==> src/hdl/victim_cache_macros.svh <==
`ifndef VICTIM_CACHE_MACROS_SVH
`define VICTIM_CACHE_MACROS_SVH

// number of fully associative slots, tied to the 8-bit LRU order
`define VC_WAYS 4

// one whole L1/L2 line
`define VC_LINE_BITS 128

`define VC_TAG_BITS 12 // upper address bits of a line

// zero low bits appended to a tag to make an L2 address
`define VC_OFFSET_BITS 4

`endif

==> src/hdl/lc3b_types.sv <==
`include "victim_cache_macros.svh"

package lc3b_types;

	typedef logic [`VC_LINE_BITS-1:0] lc3b_cache_line;
	typedef logic [`VC_TAG_BITS-1:0] lc3b_v_tag;
	typedef logic [`VC_TAG_BITS+`VC_OFFSET_BITS-1:0] lc3b_word;
	typedef logic [$clog2(`VC_WAYS)-1:0] lc3b_way;

	typedef enum logic {
		VC_FETCH,
		VC_SWAP // fetch plus an evicted L1 line
	} vc_op_e;

	typedef struct packed {
		vc_op_e op;
		lc3b_v_tag tag; // line L1 is missing
		lc3b_v_tag evict_tag;
		lc3b_cache_line evict_line;
		logic evict_dirty;
	} vc_l1_req_t;

	typedef struct packed {
		logic dirty;
		lc3b_cache_line line;
	} vc_l1_resp_t;

	typedef struct packed {
		logic write;
		lc3b_word address;
		lc3b_cache_line wdata;
	} vc_l2_req_t;

	typedef enum logic [2:0] {
		IDLE,
		LOOKUP,
		WRITEBACK,
		READ_L2,
		INSTALL,
		RESPOND
	} vc_state_e;

endpackage : lc3b_types

==> src/hdl/cache_slot.sv <==
`timescale 1ns/100ps

module cache_slot (
	input logic clk,
	input logic arst_n,
	input logic write,
	input logic dirty_in,
	input logic valid_in,
	input lc3b_types::lc3b_v_tag tag_in,
	input lc3b_types::lc3b_v_tag tag_cmp,
	input lc3b_types::lc3b_cache_line wdata,
	output lc3b_types::lc3b_cache_line line,
	output lc3b_types::lc3b_v_tag tag,
	output logic hit,
	output logic valid,
	output logic dirty
);

	always_ff @(posedge clk or negedge arst_n) begin
		if (!arst_n) begin
			valid <= 1'b0;
		end else if (write) begin
			valid <= valid_in; // a write with valid_in low frees the slot
		end
	end

	always_ff @(posedge clk) begin
		if (write) begin
			line <= wdata;
			tag <= tag_in;
			dirty <= dirty_in;
		end
	end

	// an invalid slot never matches, whatever its stale tag holds
	assign hit = valid && (tag == tag_cmp);

endmodule : cache_slot

==> src/hdl/victim_fill_stage.sv <==
`timescale 1ns/100ps
`include "victim_cache_macros.svh"

module victim_fill_stage (
	input logic clk,
	input logic arst_n,
	input logic in_load,
	input logic slot_write,
	input lc3b_types::vc_l1_req_t req,
	input lc3b_types::lc3b_way way_sel,
	output lc3b_types::vc_l1_req_t held_req,
	output logic [`VC_WAYS-1:0] slot_en
);

	// the L1 holds its request only until l1_ack, so keep a private copy
	// for the slot compare, the L2 address and the install
	always_ff @(posedge clk or negedge arst_n) begin
		if (!arst_n) begin
			held_req <= '0;
		end else if (in_load) begin
			held_req <= req;
		end
	end

	always_comb begin
		slot_en = '0;
		if (slot_write) begin
			slot_en[way_sel] = 1'b1; // one-hot, at most one slot per install
		end
	end

endmodule : victim_fill_stage

==> src/hdl/victim_drain_stage.sv <==
`timescale 1ns/100ps
`include "victim_cache_macros.svh"

module victim_drain_stage (
	input logic clk,
	input logic arst_n,
	input logic out_load,
	input logic l1_src,
	input lc3b_types::lc3b_cache_line slot_line [`VC_WAYS],
	input lc3b_types::lc3b_v_tag slot_tag [`VC_WAYS],
	input logic [`VC_WAYS-1:0] slot_valid,
	input logic [`VC_WAYS-1:0] slot_dirty,
	input logic [`VC_WAYS-1:0] slot_hit,
	input lc3b_types::lc3b_way lru_way,
	input lc3b_types::lc3b_cache_line l2_rdata,
	output logic hit,
	output logic victim_valid,
	output logic victim_dirty,
	output lc3b_types::lc3b_way hit_way,
	output lc3b_types::lc3b_v_tag victim_tag,
	output lc3b_types::vc_l1_resp_t out_line,
	output lc3b_types::vc_l1_resp_t l1_resp
);
	import lc3b_types::*;

	lc3b_way sel_way;
	vc_l1_resp_t out_d;

	// tags are unique across slots, so at most one hit bit is set
	always_comb begin
		hit_way = '0;
		for (int w = 0; w < `VC_WAYS; w++) begin
			if (slot_hit[w]) begin
				hit_way = lc3b_way'(w);
			end
		end
	end

	assign hit = |slot_hit;
	assign sel_way = hit ? hit_way : lru_way;

	assign victim_valid = slot_valid[sel_way];
	assign victim_dirty = slot_dirty[sel_way];
	assign victim_tag = slot_tag[sel_way];

	// L2 data only lasts while l2_ack is high, so it is captured here too
	assign out_d = l1_src ? {1'b0, l2_rdata} : {slot_dirty[sel_way], slot_line[sel_way]};

	always_ff @(posedge clk or negedge arst_n) begin
		if (!arst_n) begin
			out_line <= '0;
		end else if (out_load) begin
			out_line <= out_d;
		end
	end

	assign l1_resp = out_line; // write-back data until L2 read data replaces it

endmodule : victim_drain_stage

==> src/hdl/victim_lru.sv <==
`timescale 1ns/100ps
`include "victim_cache_macros.svh"

module victim_lru (
	input logic clk,
	input logic arst_n,
	input logic touch,
	input lc3b_types::lc3b_way touch_way,
	output lc3b_types::lc3b_way lru_way
);

	// four 2-bit way numbers, bits [1:0] hold the least recent way
	logic [7:0] order;
	logic [7:0] order_next;
	logic [2:0] keep;

	always_comb begin
		order_next = order;
		keep = '0;
		// slide the other three ways down, keeping their relative age
		for (int i = 0; i < `VC_WAYS; i++) begin
			if (order[2*i +: 2] != touch_way) begin
				order_next[2*keep +: 2] = order[2*i +: 2];
				keep = keep + 3'd1;
			end
		end
		order_next[7:6] = touch_way; // most recent sits on top
	end

	always_ff @(posedge clk or negedge arst_n) begin
		if (!arst_n) begin
			order <= {2'd3, 2'd2, 2'd1, 2'd0};
		end else if (touch) begin
			order <= order_next;
		end
	end

	assign lru_way = order[1:0];

endmodule : victim_lru

==> src/hdl/victim_cache_control.sv <==
`timescale 1ns/100ps
`include "victim_cache_macros.svh"

module victim_cache_control (
	input logic clk,
	input logic arst_n,
	input logic l1_req,
	output logic l1_ack,
	input lc3b_types::vc_l1_req_t held_req,
	input logic hit,
	input logic victim_valid,
	input logic victim_dirty,
	input lc3b_types::lc3b_way hit_way,
	input lc3b_types::lc3b_way lru_way,
	input lc3b_types::lc3b_v_tag victim_tag,
	input lc3b_types::vc_l1_resp_t out_line,
	output logic l2_req,
	input logic l2_ack,
	output lc3b_types::vc_l2_req_t l2_req_data,
	output logic in_load,
	output logic slot_write,
	output logic out_load,
	output logic l1_src,
	output logic lru_touch,
	output lc3b_types::lc3b_way way_sel
);
	import lc3b_types::*;

	vc_state_e state;
	logic l2_done; // L2 has acked, now waiting for its ack to fall
	logic l2_xfer;
	logic hit_q;
	lc3b_way way_q;

	assign l2_xfer = l2_req && l2_ack;

	always_ff @(posedge clk or negedge arst_n) begin
		if (!arst_n) begin
			state <= IDLE;
			l1_ack <= 1'b0;
			l2_req <= 1'b0;
			l2_done <= 1'b0;
			hit_q <= 1'b0;
			way_q <= '0;
		end else begin
			case (state)
				IDLE: begin
					if (l1_req) begin
						state <= LOOKUP;
					end
				end
				LOOKUP: begin
					// the way is decided once here and held through INSTALL
					hit_q <= hit;
					way_q <= hit ? hit_way : lru_way;
					if (hit) begin
						state <= INSTALL;
					end else if (held_req.op == VC_SWAP && victim_valid && victim_dirty) begin
						state <= WRITEBACK;
					end else begin
						state <= READ_L2;
					end
				end
				WRITEBACK, READ_L2: begin
					if (l2_xfer) begin
						l2_req <= 1'b0;
						l2_done <= 1'b1;
					end else if (!l2_done) begin
						l2_req <= 1'b1;
					end else if (!l2_ack) begin
						l2_done <= 1'b0;
						state <= (state == WRITEBACK) ? READ_L2 : INSTALL;
					end
				end
				INSTALL: begin
					state <= RESPOND;
				end
				RESPOND: begin
					// ack rises one cycle into RESPOND and follows l1_req down
					l1_ack <= l1_req;
					if (l1_ack && !l1_req) begin
						state <= IDLE;
					end
				end
				default: begin
					state <= IDLE;
				end
			endcase
		end
	end

	assign in_load = (state == IDLE) && l1_req;
	assign out_load = (state == LOOKUP) || ((state == READ_L2) && l2_xfer);
	assign l1_src = (state == READ_L2);

	// a fetch miss leaves the slots alone, a fetch hit frees its slot
	assign slot_write = (state == INSTALL) && (hit_q || held_req.op == VC_SWAP);
	assign lru_touch = slot_write;
	assign way_sel = way_q;

	// slots and LRU are frozen until INSTALL, so these stay put while l2_req is high
	always_comb begin
		l2_req_data.write = (state == WRITEBACK);
		l2_req_data.address = {(state == WRITEBACK) ? victim_tag : held_req.tag,
			{`VC_OFFSET_BITS{1'b0}}};
		l2_req_data.wdata = out_line.line;
	end

endmodule : victim_cache_control

==> src/hdl/victim_cache.sv <==
`timescale 1ns/100ps
`include "victim_cache_macros.svh"

module victim_cache (
	input logic clk,
	input logic arst_n,
	input logic l1_req,
	input lc3b_types::vc_l1_req_t l1_req_data,
	output logic l1_ack,
	output lc3b_types::vc_l1_resp_t l1_resp,
	output logic l2_req,
	output lc3b_types::vc_l2_req_t l2_req_data,
	input logic l2_ack,
	input lc3b_types::lc3b_cache_line l2_rdata
);
	import lc3b_types::*;

	vc_l1_req_t held_req;
	vc_l1_resp_t out_line;
	logic [`VC_WAYS-1:0] slot_en;
	lc3b_cache_line slot_line [`VC_WAYS];
	lc3b_v_tag slot_tag [`VC_WAYS];
	logic [`VC_WAYS-1:0] slot_valid;
	logic [`VC_WAYS-1:0] slot_dirty;
	logic [`VC_WAYS-1:0] slot_hit;
	logic hit;
	logic victim_valid;
	logic victim_dirty;
	lc3b_way hit_way;
	lc3b_way lru_way;
	lc3b_way way_sel;
	lc3b_v_tag victim_tag;
	logic in_load;
	logic slot_write;
	logic out_load;
	logic l1_src;
	logic lru_touch;

	victim_cache_control control (
		.clk,
		.arst_n,
		.l1_req,
		.l1_ack,
		.held_req,
		.hit,
		.victim_valid,
		.victim_dirty,
		.hit_way,
		.lru_way,
		.victim_tag,
		.out_line,
		.l2_req,
		.l2_ack,
		.l2_req_data,
		.in_load,
		.slot_write,
		.out_load,
		.l1_src,
		.lru_touch,
		.way_sel
	);

	victim_fill_stage fill (
		.clk,
		.arst_n,
		.in_load,
		.slot_write,
		.req(l1_req_data),
		.way_sel,
		.held_req,
		.slot_en
	);

	for (genvar w = 0; w < `VC_WAYS; w++) begin : g_slot
		cache_slot slot (
			.clk,
			.arst_n,
			.write(slot_en[w]),
			.dirty_in(held_req.evict_dirty),
			.valid_in(held_req.op == VC_SWAP), // fetch hits clear the slot
			.tag_in(held_req.evict_tag),
			.tag_cmp(held_req.tag),
			.wdata(held_req.evict_line),
			.line(slot_line[w]),
			.tag(slot_tag[w]),
			.hit(slot_hit[w]),
			.valid(slot_valid[w]),
			.dirty(slot_dirty[w])
		);
	end

	victim_drain_stage drain (
		.clk,
		.arst_n,
		.out_load,
		.l1_src,
		.slot_line,
		.slot_tag,
		.slot_valid,
		.slot_dirty,
		.slot_hit,
		.lru_way,
		.l2_rdata,
		.hit,
		.victim_valid,
		.victim_dirty,
		.hit_way,
		.victim_tag,
		.out_line,
		.l1_resp
	);

	victim_lru lru (
		.clk,
		.arst_n,
		.touch(lru_touch),
		.touch_way(way_sel),
		.lru_way
	);

endmodule : victim_cache

==> config.mk <==
export PLATFORM = sky130hd
export DESIGN_NAME = victim_cache
export DESIGN_NICKNAME = d
export VERILOG_FILES = /design/src/hdl/lc3b_types.sv /design/src/hdl/cache_slot.sv /design/src/hdl/victim_fill_stage.sv /design/src/hdl/victim_drain_stage.sv /design/src/hdl/victim_lru.sv /design/src/hdl/victim_cache_control.sv /design/src/hdl/victim_cache.sv
export VERILOG_INCLUDE_DIRS = /design/src /design/src/hdl
export SDC_FILE = /design/constraint.sdc
export NUM_CORES = 1
export LEC_CHECK = 0
export BUFFER_PORTS_ARGS = -buffer_cell sky130_fd_sc_hd__clkbuf_2
export CORE_MARGIN = 5
export CORE_UTILIZATION = 36
export CTS_CLUSTER_DIAMETER = 60
export DETAILED_ROUTE_END_ITERATION = 12
export SLEW_MARGIN = 15
export SYNTH_ARGS = -nofsm -noshare
export SYNTH_HDL_FRONTEND = slang
export SYNTH_SLANG_ARGS = --single-unit
==> constraint.sdc <==
create_clock -name clk -period 12.4 [get_ports clk]
set_clock_uncertainty 0.1 [all_clocks]
set_input_delay 2.48 -clock clk [delete_from_list [all_inputs] [get_ports clk]]
set_output_delay 2.48 -clock clk [all_outputs]
set_load 0.02 [all_outputs]
# == Word-level counts from Yosys, hierarchy flattened ==
# Index checks and enable logic that the tools add are counted.
# word_totals
input_bits,286
register_bits,868
# classes
n_shift,6
n_mux,42
n_reduce_logical,20
eq_ne,19
n_addsub,5
bitwise_logic,1
order_cmp,4
# ops
operator,count
128-bit binary-select mux with 2-bit select,1
128-bit two-way mux,2
129-bit two-way mux,1
2-bit by 34-bit variable shift with 8-bit output (first input constant),3
2-bit by 34-bit variable part select with 8-bit output,3
4-bit negator with 34-bit output,2
12-bit == test,4
12-bit two-way mux,3
2-bit negator with 34-bit output,1
3-bit two-way mux,9
12-bit binary-select mux with 2-bit select,1
8-bit bitwise mux,3
8-bit two-way mux,2
3-bit one-hot mux with 5 select lines,1
1-bit logical AND,12
1-bit two-way mux,11
2-bit inequality test,4
2-bit inequality test (second input constant),4
3-bit by 2-bit == test with 1-bit output (second input constant),2
3-bit == test (second input constant),2
2-bit by 3-bit less-than comparator with 1-bit output (second input constant),2
2-bit two-way mux,3
6-bit two-way mux,1
5-bit AND reduction,1
16 further kinds,19

# == Longest topological paths before layout ==
# Gate-level depths: netlist of the first run.
# depth
depth_word,13
ltp_mapped,15
ltp_nobuf,14

# == Cells and area by module ==
# From an unflattened synthesis of the first run, not the netlist that was laid out.
# unflattened
cells_unflattened,2775
area_unflattened_um2,38415.6
# modules_own_cells
module,area_each_um2,cells_per_inst,n_inst
cache_slot,4409.2,160,4
victim_drain_stage,12235.5,1514,1
victim_fill_stage,5979.5,329,1
victim_cache_control,1730.4,202,1
victim_lru,833.3,90,1

# == Worst setup path before layout of the first run ==
# Ideal clock, no wire load.
# synth_timing
path_type,register to register
startpoint,register control.state[1]
endpoint,register g_slot[2].slot.valid
setup_slack_ns,-0.441
period_less_slack_ns,12.841
t_arrival_ns,12.623
stages_incl_launch_ff,6
path_cell_list,dfrtp_1 -> clkbuf_1 -> nor2_1 -> o211ai_1 -> nor3b_1 -> mux2_2
# synth_between
elab_chain_cells,3
# synth_lines
element,line,text
"start, declared",victim_cache_control.sv:29,vc_state_e state;
"start signal, assigned",victim_cache_control.sv:72,state <= (state == WRITEBACK) ? READ_L2 : INSTALL;
3-bit == test,victim_cache_control.sv:97,assign slot_write = (state == INSTALL) && (hit_q || held_req.op == VC_SWAP);
1-bit logical AND,victim_cache_control.sv:97,
4-bit two-way mux,victim_fill_stage.sv:27,if (slot_write) begin
named net g_slot[2].slot.write,cache_slot.sv:6,"input logic write,"
"end signal, assigned",cache_slot.sv:23,valid <= valid_in;
"end, declared",cache_slot.sv:15,"output logic valid,"
# The timed path passes the listed nets, and every way through them passes these cells.
# A chain may end at the register's enable or synchronous reset.

==> run summary, run 1 <==
H-tree depth = 3
largest net degree at the start of global routing = 143
fraction of layout cells with a size suffix above 1 = 35.69%
Final GP Congestion = 0.7902
nets = 3322
kind of critical path = flip-flop to output port
chip width = 330.1 microns
footprint of the multi-input gates = 0.01047 sq mm
fraction of registers with async set/reset = 35.02%
Crit. End Element = output port
row count = 117
period utilisation layout = 54.31%
first-pass GRT wire length = 151600 microns
Mapped Cells = 2682
Die H = 330.1 microns
Mean Syn Cell Area = 13.76 sq um
Netlist Area Pre-Place = 0.03689 sq mm
VDD IR max = 0.1528 mV
Setup Fix Bufs, Post-CTS = 0
fin area = 0.04318 sq mm
Synth area leader = edfxtp_1
Leakage Power = 0.01707 uW
Detail Route Antenna Nets = 0
core area = 0.1017 sq mm
Critical Path Start Type = flip-flop
top-count cell post-synth = edfxtp_1
top cells by count, synth = edfxtp_1 (564), dfrtp_1 (300), a21oi_1 (262), mux2_2 (248), nand2_1 (177)
worst slew pin tran = 1.113 ns
WP data required = 9.82 ns
EDFF count, synth = 564
Slew HR = 25.78%
Routed WL = 102500 microns
Worst-path clk slew = 0.06 ns
Main synth FF type = edfxtp_1
area delta synth->final = 17.04%
setup TNS = 0 ns
Vias/cell = 5.163
CTS tree = done
Post-DP HPWL = 61340 microns
count of cell types in the netlist = 58
synthesized flop and latch total = 868
Fillers = 9294
RSZ-0062 raised after global routing = false
1st-iter DRT viols = 1564
register area = 0.02455 sq mm
status = completed
Fin. Hold Viols = 0
post_cts resized = 0
endpoints failing setup = 0
Hold WC Path Type = flip-flop to flip-flop
Initial Util = 36.26%
Pwr Density = 232.6 mW/mm^2
# DRC = 0
fin. max-slew vios = 0
clock buffer depth = 3
maximum clock rate = 148.5 MHz
Pwr Total = 10040 uW
ranking of synthesized cells by area = edfxtp_1 (46%), dfrtp_1 (20%), mux2_2 (7.6%), a21oi_1 (3.6%), buf_4 (2.8%)
port buffer count = 557
min cycle time layout = 6.735 ns
Yosys Warn Count = 0
IO Pins = 562
total die area = 0.1090 sq mm
Clock Latency Late Sink = 0.65 ns
clock sink count = 868
post-synth top area share = 45.91%
grt total ovfl = 0
vias = 23186
CTS Root Cell = clkbuf_16
hold_buf cts = 0
Worst Path Arrival = 4.15 ns
initial antenna violation count = 18
vias in the first global route = 23560
per-cell routed wire length = 22.81 microns
CP Max Fanout = 19
CTS Buf Count = 96
router iterations before antenna repair = 5
sequential-to-total area share from yosys stat = 66.54%
Max Cap Violations = 0
GRT Total Usage = 18.24%
worst hold slack = 0.3954 ns
Area after DPL = 0.03986 sq mm
## critical path, cell delays in order, from the launching register on
cell,delay [ns]
dfrtp_1,0.46
xnor2_1,0.26
nand4_1,0.22
nor4_4,0.63
o21ai_4,0.26
a21boi_2,0.83
mux2_2,0.41
o211ai_1,0.17
clkbuf_2,0.24
## registers in the layout, summed over array words and instances (netlist names)
register,flops
control.hit_q,1
control.l1_ack,1
control.l2_done,1
control.l2_req,1
control.state,3
control.way_sel,2
drain.l1_resp,129
fill.held_req,154
g_slot.slot.dirty,4
g_slot.slot.line,512
g_slot.slot.tag,48
g_slot.slot.valid,4
lru.order,8
## per-stage QoR
stage                     std cells  worst slack [ns]  util [%]
after global routing           4485             5.412     42.43
after detailed placement       4299             6.293     39.18
final                          4491             5.665     42.44
after CTS                      4481             5.562     42.42
after floorplan                2685            0.2985         -
after global placement         4299             6.281     39.18
## metal layers
layer  wire length, microns  track usage, %  up-vias
li1                       -               -    10653
met1                  43330           24.02    11717
met2                  50770           30.41      631
met3                   5492           3.613      167
met4                   2740           6.163       18
met5                    123               0        -
## where the power goes
group	total [uW]	switching (uW)	internal (uW)
sequential	4500	591	3910
combinational	2610	1640	968
clock	2930	1160	1770
## worst paths after layout
| check | start | endpoint | slack (ns) | cells past startpoint |
|---|---|---|---|---|
| worst max-delay path | fill.held_req[146] | l2_req_data[132] | 5.67 | 8 |
| worst min-delay path | lru.order[7] | lru.order[7] | 0.40 | 2 |
| worst max register to register | fill.held_req[151] | drain.l1_resp[84] | 7.99 | 9 |
| worst min register to register | lru.order[7] | lru.order[7] | 0.40 | 2 |
| max in group asynchronous | arst_n | fill.held_req[19] | 8.33 | 3 |
| min in group asynchronous | arst_n | drain.l1_resp[114] | 1.68 | 1 |
## placed cells by master (no fill, tap or decap), drive strengths merged, types with 32 or more instances in the layout
master / netlist / layout
buf: 217 / 37
a31o: 128 / 128
o22ai: 132 / 132
nand2: 177 / 177
edfxtp: 564 / 564
a21oi: 262 / 262
clkbuf: 130 / 690
xnor2: 54 / 54
mux2: 299 / 299
and3: 130 / 130
clkinv: 1 / 32
dfrtp: 300 / 300
o21ai: 138 / 138
## cell families (layout without fill, tap and decap cells)
family,Yosys count,after routing,share of synthesized area [%]
simple gates,385,385,5.226
fa+ha+maj,7,7,0.2577
compound gates,691,691,11.48
flops,868,868,66.54
xor+xnor,56,56,1.329
buf+inv,354,782,5.460
other cells,1,14,0.01016
mux,320,320,9.696
## final cells by class
| type | count | area share [%] |
|---|---|---|
| multi-input cells | 1463 | 24.24 |
| diodes | 10 | 0.05795 |
| clock inverters | 48 | 1.208 |
| inverters | 7 | 0.06085 |
| well taps | 1368 | 3.964 |
| repair buffers | 593 | 7.192 |
| clock buffers | 134 | 6.421 |
| flip-flops and latches | 868 | 56.85 |
Power figures use the tool's default switching activity.
==> run 2, diff against run 1 <==
--- a/config.mk
+++ b/config.mk
@@ -6,6 +6,7 @@
 export SDC_FILE = /design/constraint.sdc
 export NUM_CORES = 1
 export LEC_CHECK = 0
+export ABC_AREA = 1
 export BUFFER_PORTS_ARGS = -buffer_cell sky130_fd_sc_hd__clkbuf_2
 export CORE_MARGIN = 5
 export CORE_UTILIZATION = 36
==> constraint.sdc (replaced) <==
create_clock -name clk -period 5.4 [get_ports clk]
set_clock_uncertainty 0.1 [all_clocks]
set_input_delay 1.08 -clock clk [delete_from_list [all_inputs] [get_ports clk]]
set_output_delay 1.08 -clock clk [all_outputs]
set_load 0.02 [all_outputs]
==> run summary, run 2 <==
CTS Root Cell = clkbuf_16
most frequent cells in the layout = edfxtp_1 (564), clkbuf_2 (556), nor2_1 (458)
Clock Latency Late Sink = 0.66 ns (about the same)
grt total ovfl = 0 (unchanged)
Worst Path Buf+Inv = 3 (+2)
Synth area leader = edfxtp_1
R2R setup slack = 1.50 ns (-6.49 ns)
VDD IR max = 0.4103 mV (+170%)
endpoints failing setup = 0 (unchanged)
top cells by count, synth = edfxtp_1 (564), nor2_1 (462), nand2_1 (345), dfrtp_1 (300), a21oi_1 (295)
per-cell routed wire length = 20.13 microns (-12%)
maximum clock rate = 210.8 MHz
1st-iter DRT viols = 1546 (-1.2%)
chip width = 325.7 microns (-1.3%)
footprint of the multi-input gates = 0.009228 sq mm (-12%)
fin area = 0.04241 sq mm (-1.8%)
min cycle time layout = 4.744 ns
period utilisation layout = 87.85%
ranking of synthesized cells by area = edfxtp_1 (47%), dfrtp_1 (21%), nor2_1 (4.8%), mux2_2 (4.4%), a21oi_1 (4.1%)
largest net degree at the start of global routing = 167 (+17%)
# DRC = 0 (unchanged)
post-synth top area share = 47.20% (+1.3 points)
Setup WS pre-CTS = 1.364 ns (-4.929 ns)
clock buffer depth = 3 (unchanged)
clock sink count = 868 (unchanged)
vias in the first global route = 24340 (+3.3%)
H-tree depth = 3 (unchanged)
Area after DPL = 0.03908 sq mm (-2.0%)
Crit-path slowest cell = dfrtp_1
hold_buf cts = 0 (unchanged)
nets = 3744 (+13%)
Leakage Power = 0.01693 uW (-0.86%)
CP max stage delay = 0.45 ns (-0.38 ns)
fraction of registers with async set/reset = 35.02% (unchanged)
Final Util = 42.96% (+0.52 points)
Mean Syn Cell Area = 11.74 sq um (-15%)
Vias/cell = 5.043 (-2.3%)
Pwr Density = 618.5 mW/mm^2 (+170%)
fraction of layout cells with a size suffix above 1 = 25.87% (-9.8 points)
Pwr Total = 26230 uW (+160%)
WP data required = 4.22 ns (-5.60 ns)
setup TNS = 0 ns (unchanged)
RSZ-0062 raised after global routing = false
CTS Buf Count = 99 (+3.1%)
area delta synth->final = 18.17%
kind of critical path = flip-flop to output port
initial antenna violation count = 9 (-9)
Setup Fix Bufs, Post-CTS = 0 (unchanged)
Fin. Hold Viols = 0 (unchanged)
Yosys Warn Count = 0 (unchanged)
router iterations before antenna repair = 5 (unchanged)
row count = 115 (-1.7%)
Worst Setup Slack, final = 0.6560 ns (-5.009 ns)
CTS tree = done
Final GP Congestion = 0.8931 (+13%)
max FFs per register = 512 (unchanged)
Max Cap Violations = 0 (unchanged)
Critical Path Start Type = flip-flop
vias = 24351 (+5.0%)
port buffer count = 557 (unchanged)
top-count cell post-synth = edfxtp_1
Detail Route Antenna Nets = 0 (unchanged)
Slew HR = 21.64% (-4.1 points)
critical-path cell list = inv_2 -> nand2_2 -> nand2_1 -> nor2_1 -> nand2_1 -> nor2_1 -> nand2_1 -> a21oi_4 -> nand2_8 -> inv_8 -> o21ai_0 -> o22ai_1 -> nand2_1 -> o21ai_0 -> clkbuf_2
status = completed
EDFF count, synth = 564 (unchanged)
core area = 0.09871 sq mm (-3.0%)
Routed WL = 97210 microns (-5.1%)
Mapped Cells = 3056 (+14%)
Worst-path clk slew = 0.06 ns (about the same)
post_cts resized = 0 (unchanged)
worst slew pin tran = 1.175 ns (+0.06209 ns)
register area = 0.02455 sq mm (unchanged)
CP most frequent cell = nand2_1
Post-DP HPWL = 58340 microns (-4.9%)
GRT Total Usage = 17.95% (-0.30 points)
Netlist Area Pre-Place = 0.03589 sq mm (-2.7%)
sequential-to-total area share from yosys stat = 68.41% (+1.9 points)
CP Max Fanout = 87 (+68)
Worst Path Arrival = 3.56 ns (-0.59 ns)
Hold WC Path Type = input pin to asynchronous set/reset pin
Top reg by flops = g_slot.slot.line
IO Pins = 562 (unchanged)
most common cell after layout, fill and taps aside = edfxtp_1
Die H = 325.7 microns (-1.3%)
Main synth FF type = edfxtp_1
Crit. End Element = output port
first-pass GRT wire length = 149100 microns (-1.7%)
total die area = 0.1061 sq mm (-2.6%)
fin. max-slew vios = 0 (unchanged)
count of cell types in the netlist = 40 (-31%)
crit-path leading delay family = simple AND/OR/NAND/NOR gates
Fillers = 9267 (-0.29%)
Initial Util = 36.36% (+0.094 points)
synthesized flop and latch total = 868 (unchanged)
[run 2: cell types whose count changed after synthesis, sizes merged, moves of 34 or more]
cell and delta:
o21ai +195, inv +95, a21oi +34, mux2 -158
and3 -128, a31o -128, nand2 +172, xnor2 -46
nor2 +449
[run 2: layout make-up]
class                           count  share of cell area [%]
Antenna cell                        5                 0.02951
Clock buffer                      144                   6.745
Clock inverter                     43                   1.071
Inverter                          101                  0.9412
Multi-Input combinational cell   1788                   21.76
Sequential cell                   868                   57.89
Tap cell                         1287                   3.797
Timing Repair Buffer              593                   7.766
[run 2: per-stage QoR]
step	instances	hold slack, ns
3_5_place_dp	4637	0.3919
4_1_cts	4824	0.3443
6_report	4829	0.3497
3_3_place_gp	4637	0.3907
2_1_floorplan	3059	0.3709
5_1_grt	4824	0.3723
[run 2: cell families (layout without fill, tap and decap cells)]
group	count (synthesis)	count (layout)	share of synthesized area (%)
xor+xnor	8	8	0.1953
mux	141	141	4.425
buf+inv	403	881	6.154
other cells	1	9	0.01045
flops	868	868	68.41
compound gates	768	768	11.27
simple gates	860	860	9.271
fa+ha+maj	7	7	0.2650
[run 2: worst paths after layout]
| path | end | depth (start not counted) | startpoint |
|---|---|---|---|
| max | l2_req_data[142] | 15 | fill.held_req[144] |
| min | fill.held_req[141] | 1 | arst_n |
| max reg2reg | drain.l1_resp[12] | 15 | fill.held_req[144] |
| min reg2reg | lru.order[5] | 2 | lru.order[5] |
| max in group asynchronous | drain.l1_resp[56] | 2 | arst_n |
| min in group clk | lru.order[5] | 2 | lru.order[5] |
[run 2: layer usage]
metal / routed length (microns) / vias to the layer above / GRT usage [%]
met4: 1880 / 4 / 4.117
met1: 41980 / 12170 / 23.65
met5: 23 / - / 0
met3: 5116 / 138 / 3.375
li1: - / 11421 / -
met2: 48210 / 618 / 31.00
[run 2: power breakdown]
part           internal (uW)  leakage [uW]  switching (uW)
Sequential              9110       0.00856            1250
Clock                   4030       0.00163            2680
Combinational           2960       0.00674            6210
Total                  16100        0.0169           10100
